[src/gps_panel_defs.svh]
`ifndef GPS_PANEL_DEFS_SVH
`define GPS_PANEL_DEFS_SVH

// Sample clock divider reload, clk_sample toggles every reload+1 cycles
`define GP_SAMPLE_DIV 8

// Power-on hold after board reset
`define GP_POR_CYCLES 16

// Tracking-ready stretch counter reload, flag lasts reload+1 cycles
`define GP_READY_HOLD 15

// Receiver value widths
`define GP_I2Q2_W  38     // Correlator power
`define GP_ACC_W   18     // Accumulator and prompt I/Q
`define GP_DOPP_W  17     // Doppler phase increment
`define GP_CS_W    15     // Code shift
`define GP_PKT_W   9      // Packet counters
`define GP_COUNT_W 32     // Sample counters

`endif
[src/gps_panel_pkg.sv]
`include "gps_panel_defs.svh"

package gps_panel_pkg;

   typedef logic [`GP_I2Q2_W-1:0]  i2q2_t;
   typedef logic [`GP_ACC_W-1:0]   acc_t;
   typedef logic [`GP_DOPP_W-1:0]  doppler_t;
   typedef logic [`GP_CS_W-1:0]    code_shift_t;
   typedef logic [`GP_PKT_W-1:0]   pkt_count_t;
   typedef logic [`GP_COUNT_W-1:0] sample_count_t;

   typedef logic [3:0]  nibble_t;   // One hex digit
   typedef logic [6:0]  seg_t;      // Segments g..a, active low
   typedef logic [17:0] switch_t;   // Board toggle switches

   // Ethernet sample feed status
   typedef struct packed {
      logic          link_status;
      logic          sample_valid;
      pkt_count_t    good_pkt_count;
      pkt_count_t    missed_count;
      sample_count_t sample_count;
   } feed_status_t;

   // Tracking channel history
   typedef struct packed {
      acc_t          i_prompt;
      acc_t          q_prompt;
      acc_t          acc_i;
      acc_t          acc_q;
      code_shift_t   code_shift;
      sample_count_t sample_count_sync;
   } channel_status_t;

   // Acquisition peak search result
   typedef struct packed {
      logic        complete;
      i2q2_t       peak_i2q2;
      doppler_t    peak_doppler;
      code_shift_t peak_code_shift;
   } acq_result_t;

   // Digit 7 is the leftmost display digit
   typedef struct packed {
      nibble_t [7:0] digit;
      logic    [7:0] enable;
   } hex_frame_t;

   typedef enum logic {
      POR_HOLD,
      POR_RUN
   } por_state_e;

endpackage

[src/gps_panel_top.sv]
`timescale 1ns/100ps

module gps_panel_top (
   input  logic                                clk_16_8,
   input  logic                                reset,
   input  logic                                pll_locked,
   input  logic                                key_n,
   input  gps_panel_pkg::switch_t              sw,
   input  gps_panel_pkg::feed_status_t         feed,
   input  gps_panel_pkg::channel_status_t      chan,
   input  gps_panel_pkg::acq_result_t          acq,
   input  logic                                tracking_ready,
   output logic                                system_reset,
   output logic                                clk_sample,
   output logic                                ready_flag,
   output logic [17:0]                         ledr,
   output logic [8:0]                          ledg,
   output gps_panel_pkg::seg_t           [7:0] hex
);

   gps_panel_pkg::hex_frame_t frame;

   panel_reset u_panel_reset (
      .clk_16_8     (clk_16_8),
      .reset        (reset),
      .pll_locked   (pll_locked),
      .key_n        (key_n),
      .system_reset (system_reset)
   );

   sample_clock_divider u_sample_clock_divider (
      .clk_16_8     (clk_16_8),
      .system_reset (system_reset),
      .clk_sample   (clk_sample)
   );

   tracking_ready_stretch u_tracking_ready_stretch (
      .clk_16_8       (clk_16_8),
      .system_reset   (system_reset),
      .tracking_ready (tracking_ready),
      .mode_track     (sw[0]),          // 1 = tracking, 0 = acquisition
      .ready_flag     (ready_flag)
   );

   status_display_select u_status_display_select (
      .clk_16_8     (clk_16_8),
      .system_reset (system_reset),
      .sw           (sw),
      .feed         (feed),
      .chan         (chan),
      .acq          (acq),
      .ledr         (ledr),
      .ledg         (ledg),
      .frame        (frame)
   );

   hex_display u_hex_display (
      .clk_16_8     (clk_16_8),
      .system_reset (system_reset),
      .frame        (frame),
      .hex          (hex)
   );

endmodule

[src/hex_display.sv]
`timescale 1ns/100ps

module hex_display (
   input  logic                            clk_16_8,
   input  logic                            system_reset,
   input  gps_panel_pkg::hex_frame_t       frame,
   output gps_panel_pkg::seg_t       [7:0] hex
);

   // Segment order g f e d c b a, a lit segment is 0
   function automatic gps_panel_pkg::seg_t seg_of(input gps_panel_pkg::nibble_t value);
      case (value)
         4'h0:    seg_of = 7'b1000000;
         4'h1:    seg_of = 7'b1111001;
         4'h2:    seg_of = 7'b0100100;
         4'h3:    seg_of = 7'b0110000;
         4'h4:    seg_of = 7'b0011001;
         4'h5:    seg_of = 7'b0010010;
         4'h6:    seg_of = 7'b0000010;
         4'h7:    seg_of = 7'b1111000;
         4'h8:    seg_of = 7'b0000000;
         4'h9:    seg_of = 7'b0010000;
         4'ha:    seg_of = 7'b0001000;
         4'hb:    seg_of = 7'b0000011;   // Lower case b
         4'hc:    seg_of = 7'b1000110;
         4'hd:    seg_of = 7'b0100001;   // Lower case d
         4'he:    seg_of = 7'b0000110;
         default: seg_of = 7'b0001110;
      endcase
   endfunction

   always_ff @(posedge clk_16_8) begin
      if (system_reset) begin
         hex <= '1;   // Blank
      end else begin
         for (int i = 0; i < 8; i++) begin
            hex[i] <= frame.enable[i] ? seg_of(frame.digit[i]) : 7'b1111111;
         end
      end
   end

endmodule

[src/status_display_select.sv]
`timescale 1ns/100ps
`include "gps_panel_defs.svh"

module status_display_select (
   input  logic                           clk_16_8,
   input  logic                           system_reset,
   input  gps_panel_pkg::switch_t         sw,
   input  gps_panel_pkg::feed_status_t    feed,
   input  gps_panel_pkg::channel_status_t chan,
   input  gps_panel_pkg::acq_result_t     acq,
   output logic [17:0]                    ledr,
   output logic [8:0]                     ledg,
   output gps_panel_pkg::hex_frame_t      frame
);

   logic disp_count;
   logic disp_acq;
   logic disp_acq_dopp;
   logic disp_acq_cs;
   logic disp_cs;

   gps_panel_pkg::acc_t          iq_sel;
   gps_panel_pkg::pkt_count_t    pkt_sel;
   gps_panel_pkg::sample_count_t count_sel;

   logic [17:0]               ledr_next;
   logic [8:0]                ledg_next;
   gps_panel_pkg::hex_frame_t frame_next;

   // Page decode, count page wins over everything
   assign disp_count    = sw[4];
   assign disp_acq      = !disp_count && sw[14];
   assign disp_acq_dopp = disp_acq && (sw[13:12] == 2'd1);
   assign disp_acq_cs   = disp_acq && (sw[13:12] == 2'd2);
   assign disp_cs       = !disp_count && !disp_acq && sw[15];

   always_comb begin
      if (sw[17]) begin
         iq_sel = sw[16] ? chan.acc_q : chan.acc_i;         // Accumulators
      end else begin
         iq_sel = sw[16] ? chan.q_prompt : chan.i_prompt;   // Prompt history
      end
   end

   assign pkt_sel   = sw[10] ? feed.good_pkt_count : feed.missed_count;
   assign count_sel = sw[3] ? chan.sample_count_sync : feed.sample_count;

   assign ledr_next = sw[11] ? 18'(pkt_sel) : 18'(iq_sel);
   assign ledg_next = {feed.link_status, 5'b0, acq.complete, feed.sample_valid, 1'b0};

   always_comb begin
      if (disp_count) begin
         frame_next.digit  = count_sel;
         frame_next.enable = 8'hff;
      end else if (disp_acq_dopp) begin
         frame_next.digit  = 32'(acq.peak_doppler);      // Sign bit on digit 4
         frame_next.enable = 8'h1f;
      end else if (disp_acq_cs) begin
         frame_next.digit  = 32'(acq.peak_code_shift);
         frame_next.enable = 8'h0f;
      end else if (disp_acq) begin
         frame_next.digit  = acq.peak_i2q2[`GP_I2Q2_W-1 -: 32];   // Top 32 bits of power
         frame_next.enable = 8'hff;
      end else if (disp_cs) begin
         frame_next.digit  = 32'(chan.code_shift);
         frame_next.enable = 8'h0f;
      end else begin
         frame_next.digit  = 32'(iq_sel);                // Bits 17:16 on digit 4
         frame_next.enable = 8'h1f;
      end
   end

   always_ff @(posedge clk_16_8) begin
      if (system_reset) begin
         ledr  <= '0;
         ledg  <= '0;
         frame <= '0;   // All digits disabled
      end else begin
         ledr  <= ledr_next;
         ledg  <= ledg_next;
         frame <= frame_next;
      end
   end

endmodule

[src/tracking_ready_stretch.sv]
`timescale 1ns/100ps
`include "gps_panel_defs.svh"

module tracking_ready_stretch (
   input  logic clk_16_8,
   input  logic system_reset,
   input  logic tracking_ready,
   input  logic mode_track,
   output logic ready_flag
);

   localparam int HOLD_W = $clog2(`GP_READY_HOLD + 1);

   logic [HOLD_W-1:0] hold_count;

   // Any ready pulse restarts the hold, only tracking mode raises the flag
   always_ff @(posedge clk_16_8) begin
      if (system_reset) begin
         hold_count <= '0;
         ready_flag <= 1'b0;
      end else begin
         if (tracking_ready) begin
            hold_count <= HOLD_W'(`GP_READY_HOLD);
         end else if (hold_count != '0) begin
            hold_count <= hold_count - 1'b1;
         end

         if (tracking_ready && mode_track) begin
            ready_flag <= 1'b1;
         end else if (!tracking_ready && hold_count == '0) begin
            ready_flag <= 1'b0;   // Hold expired
         end
      end
   end

endmodule

[src/sample_clock_divider.sv]
`timescale 1ns/100ps
`include "gps_panel_defs.svh"

module sample_clock_divider (
   input  logic clk_16_8,
   input  logic system_reset,
   output logic clk_sample
);

   localparam int DIV_W = $clog2(`GP_SAMPLE_DIV + 1);

   logic [DIV_W-1:0] div_count;

   always_ff @(posedge clk_16_8) begin
      if (system_reset) begin
         div_count  <= DIV_W'(`GP_SAMPLE_DIV);
         clk_sample <= 1'b0;
      end else if (div_count == '0) begin
         div_count  <= DIV_W'(`GP_SAMPLE_DIV);   // Reload
         clk_sample <= ~clk_sample;              // Half period done
      end else begin
         div_count  <= div_count - 1'b1;
      end
   end

endmodule

[src/panel_reset.sv]
`timescale 1ns/100ps
`include "gps_panel_defs.svh"

module panel_reset (
   input  logic clk_16_8,
   input  logic reset,
   input  logic pll_locked,
   input  logic key_n,
   output logic system_reset
);

   localparam int POR_W = $clog2(`GP_POR_CYCLES);

   gps_panel_pkg::por_state_e state;
   logic [POR_W-1:0]          por_count;

   always_ff @(posedge clk_16_8) begin
      if (reset) begin
         state        <= gps_panel_pkg::POR_HOLD;
         por_count    <= '0;
         system_reset <= 1'b1;
      end else begin
         case (state)
            gps_panel_pkg::POR_HOLD: begin
               por_count <= por_count + 1'b1;
               if (por_count == POR_W'(`GP_POR_CYCLES - 1)) begin
                  state <= gps_panel_pkg::POR_RUN;   // Hold time elapsed
               end
            end
            gps_panel_pkg::POR_RUN: begin
               por_count <= '0;
            end
            default: begin
               state <= gps_panel_pkg::POR_HOLD;
            end
         endcase
         // Any source holds the rest of the board in reset
         system_reset <= (state == gps_panel_pkg::POR_HOLD) | ~pll_locked | ~key_n;
      end
   end

endmodule

[config.mk]
export PLATFORM = sky130hd
export DESIGN_NAME = gps_panel_top
export DESIGN_NICKNAME = d
export VERILOG_FILES = /design/src/gps_panel_pkg.sv /design/src/gps_panel_top.sv /design/src/hex_display.sv /design/src/status_display_select.sv /design/src/tracking_ready_stretch.sv /design/src/sample_clock_divider.sv /design/src/panel_reset.sv
export VERILOG_INCLUDE_DIRS = /design/src
export SDC_FILE = /design/constraint.sdc
export NUM_CORES = 1
export LEC_CHECK = 0
export ABC_AREA = 1
export ABC_CLOCK_PERIOD_IN_PS = 1450
export BUFFER_PORTS_ARGS = -buffer_cell sky130_fd_sc_hd__buf_2
export CORE_MARGIN = 2
export CORE_UTILIZATION = 43
export CTS_CLUSTER_DIAMETER = 120
export DETAILED_ROUTE_END_ITERATION = 8
export PLACE_DENSITY_LB_ADDON = 0.2
export SLEW_MARGIN = 0
export SYNTH_ARGS = -nofsm -noshare
export SYNTH_HDL_FRONTEND = slang
export SYNTH_SLANG_ARGS = --single-unit
[constraint.sdc]
create_clock -name clk_16_8 -period 1.45 [get_ports clk_16_8]
set_input_delay 0.2175 -clock clk_16_8 [delete_from_list [all_inputs] [get_ports clk_16_8]]
set_output_delay 0.2175 -clock clk_16_8 [all_outputs]
set_load 0.02 [all_outputs]
==> results.md <==
* H-tree depth at 4
* Hold Crit Class: primary input to register
* Placed cell areas at roughly 9500 um2
* Total number of vias at between 8000 and 9000
* Critical R2R Capture: u_hex_display.hex[3]$_SDFF_PP1_
* Avg Cell Area, Syn at approximately 6.9 um2
* Clock network power share at between 40% and 50%
* Run status: finished, final reports clean
* Final Slew Violations at 0
* Most common cell after layout, fill and taps aside: buf_2
* Seq pwr share at 38.0%
* Total core area at 17200 um2
* Final Setup Violations at 0
* RSZ-0062 raised after global routing: false
* Most frequent cells in the layout: 331 x buf_2, 271 x nand2_1, 125 x nor2_1, 125 x dfxtp_1, 100 x nand3_1
* Clk sink count at 128
* Clock-pin slew on the worst setup and hold paths at 0.06 ns
* Synthesized flop and latch total at 128
* DRT antenna net count at 0
* Filler cell count at 1689
* Util after Layout at between 50% and 60%
* Area Growth Syn to Fin at 36.0%
* Worst Setup SP: u_panel_reset.system_reset$_SDFF_PP1_
* CTS tree: built
* CP top delay family: flip-flops
* First-pass GRT wire length at 37400 um
* CP bufs+invs at 1
* Hold_sp: key_n
* Die width at 136 um
* R2R cell count at 8
* Pre-antenna DRT Iters at 5
* Setup TNS at 0 ns
* Net Sw Power at 2.27 mW
* Via density per instance at 4.94
* Die Y at 136 um
* Skew-Pair Late Insertion Delay at 0.42 ns
* Clock Skew at 0.00823 ns
* Crit path required time at between 1 and 1.5 ns
* Tcrit/Tclk final at 88.6%
* Buffers on Ports at approximately 330
* Worst Setup Start Kind: register
* Crit path arrival time at about 1.1 ns
* Top_reg_cell synth: dfxtp_1
* Cell internal pwr at about 7 mW
* Critical-path top delay cell: dfxtp_4
* Hold Path End: u_panel_reset.system_reset$_SDFF_PP1_
* WS Path Type: register to output port
* Crit path max fanout at 12
* Pre-CTS setup slack at -0.00516 ns
* R2r setup slk at ~0.16 ns
* Layout net count at 1754
* Clock Tree Buf Depth at 2
* VDD IR max at between 0.0008 and 0.0009 V
* Critical Path Sink Type: output port
* FF+latch area at 2570 um2
* Placed insts at 1640
* Crit Reg-Reg Startpoint: u_status_display_select.frame[9]$_SDFF_PP0_
* Largest net degree at the start of global routing at 37
* Leak at between 4 and 5 nW
* Root Buffer: clkbuf_16
* Wire length per cell at 14.6 um
* Fin cells at 1682
* Max stage delay on crit path at roughly 0.45 ns
* Gr usage total at 26.0%
* Netlist cell types at roughly 40
* Routed WL at 24500 um
* I/O Pins at 351
* Ys async rst share at 0%
* Power per cell area at 906 nW/um2
* YS warnings at 0
* Vias in the first global route at 7503
* Layout cells sized above 1 at 31.0%
* Min-Delay Path Depth at 2
* Total CTS buffers at 17
* Final worst setup slack at approximately 0.16 ns
* Number of flops mapped to enable cells by yosys at 0
* Fin area at ~10000 um2
* GRT overflow at 0
* Number of remaining DRC errors at 0
* Max-cap violations at 0
* Power Total at 9.29 mW
* Multi-input gate area at between 4000 and 5000 um2
* Final min period at between 1 and 1.5 ns
* Max Fclk at ~780 MHz
* Die ar. at 18600 um2
* Mapped Area at between 7000 and 8000 um2
* Switching Share at approximately a quarter
* Initial antenna violation count at 9
* Seq/Total Area, Yosys at 34.0%
* Initial Util at 43.7%
* Detailed Place HPWL at slightly below 20000 um
* Final hold violation count at 0
* Row count at 48
* Synth Instances at 1096
* DRT iter0 DRCs at between 400 and 500
* Logic gate share of total power at between 10 and 15%
* RD Place Congestion at 0.917
* WHS at 0.0199 ns
* CP cell instances: buf_2
[sequential cells by signal, indices dropped and copies added (netlist names), 3 cells and up]
| name | count |
|---|---|
| u_status_display_select.ledr | 18 |
| u_status_display_select.frame | 35 |
| u_tracking_ready_stretch.hold_count | 4 |
| u_hex_display.hex | 56 |
| u_status_display_select.ledg | 3 |
| u_panel_reset.por_count | 4 |
| u_sample_clock_divider.div_count | 4 |
[power by group through the flow]
stage          clock network [mW]  logic, mW  registers, mW
2_1_floorplan                   0      0.592           3.61
3_3_place_gp                    0       1.13           3.61
3_5_place_dp                    0       1.13           3.61
4_1_cts                      4.66       1.14           3.53
5_1_grt                      4.82       1.29           3.53
6_report                     4.61       1.15           3.53
[cell usage after synthesis (4+ instances only)]
cell type  instances  area share, %
nand2_1          271             14
dfxtp_1          128             34
nor2_1           125            6.2
nand3_1          100            6.6
inv_1             92            4.6
o21ai_0           90            6.0
ha_1              51            8.5
a21oi_1           48            3.2
clkbuf_1          26            1.3
o211ai_1          24            2.4
nor3_1            15            1.0
buf_2             13           0.86
buf_4             13            1.3
a21oi_2            9            1.0
a31oi_1            9           0.75
nor2_2             9           0.75
o32ai_1            9            1.0
buf_6              8            1.2
o311ai_0           8           0.93
clkinv_1           6           0.30
o2111ai_1          6           0.70
nand2_2            5           0.42
inv_2              4           0.20
[worst max path at each step]
stage,endpoint,slack (ns),cells after the start
6_report,system_reset,0.16,1
5_1_grt,u_hex_display.hex[3]$_SDFF_PP1_,0.05,8
4_1_cts,system_reset,0.02,1
3_5_place_dp,u_status_display_select.frame[19]$_SDFF_PP0_,-0.005,10
3_3_place_gp,u_status_display_select.frame[19]$_SDFF_PP0_,0.01,10
2_1_floorplan,u_status_display_select.frame[20]$_SDFF_PP0_,0.16,4
[layer usage]
metal	wire, um	track usage, %	vias up	part of all wire, %
li1	-	-	4266	-
met1	10400	32.6	3658	42
met2	11700	43.5	336	48
met3	1810	6.15	45	7.4
met4	517	9.61	10	2.1
met5	59	0	-	0.24
[final cells by class]
type	count	share of cell area, %
flip-flops and latches	128	25.1
repair buffers	380	20.7
clock inverters	12	1.77
well taps	225	2.75
multi-input cells	807	41.2
clock buffers	20	4.46
diodes	6	0.147
inverters	104	3.86
[what timing repair did]
item                       in CTS  in global routing
hold buffers                    4                  0
setup buffers                   0                  1
hold endpoints to repair        4                  0
setup endpoints to repair       1                  3
gates resized for setup         1                  2
[cells by family after synthesis]
group	count (synthesis)	synth area share (%)
fa+ha+maj	51	8.47
flops	128	34.0
xor+xnor	3	0.349
other cells	1	0.0498
compound gates	209	16.6
simple gates	538	30.3
buf+inv	166	10.2
Note: power is estimated with default switching activity, not from simulation.
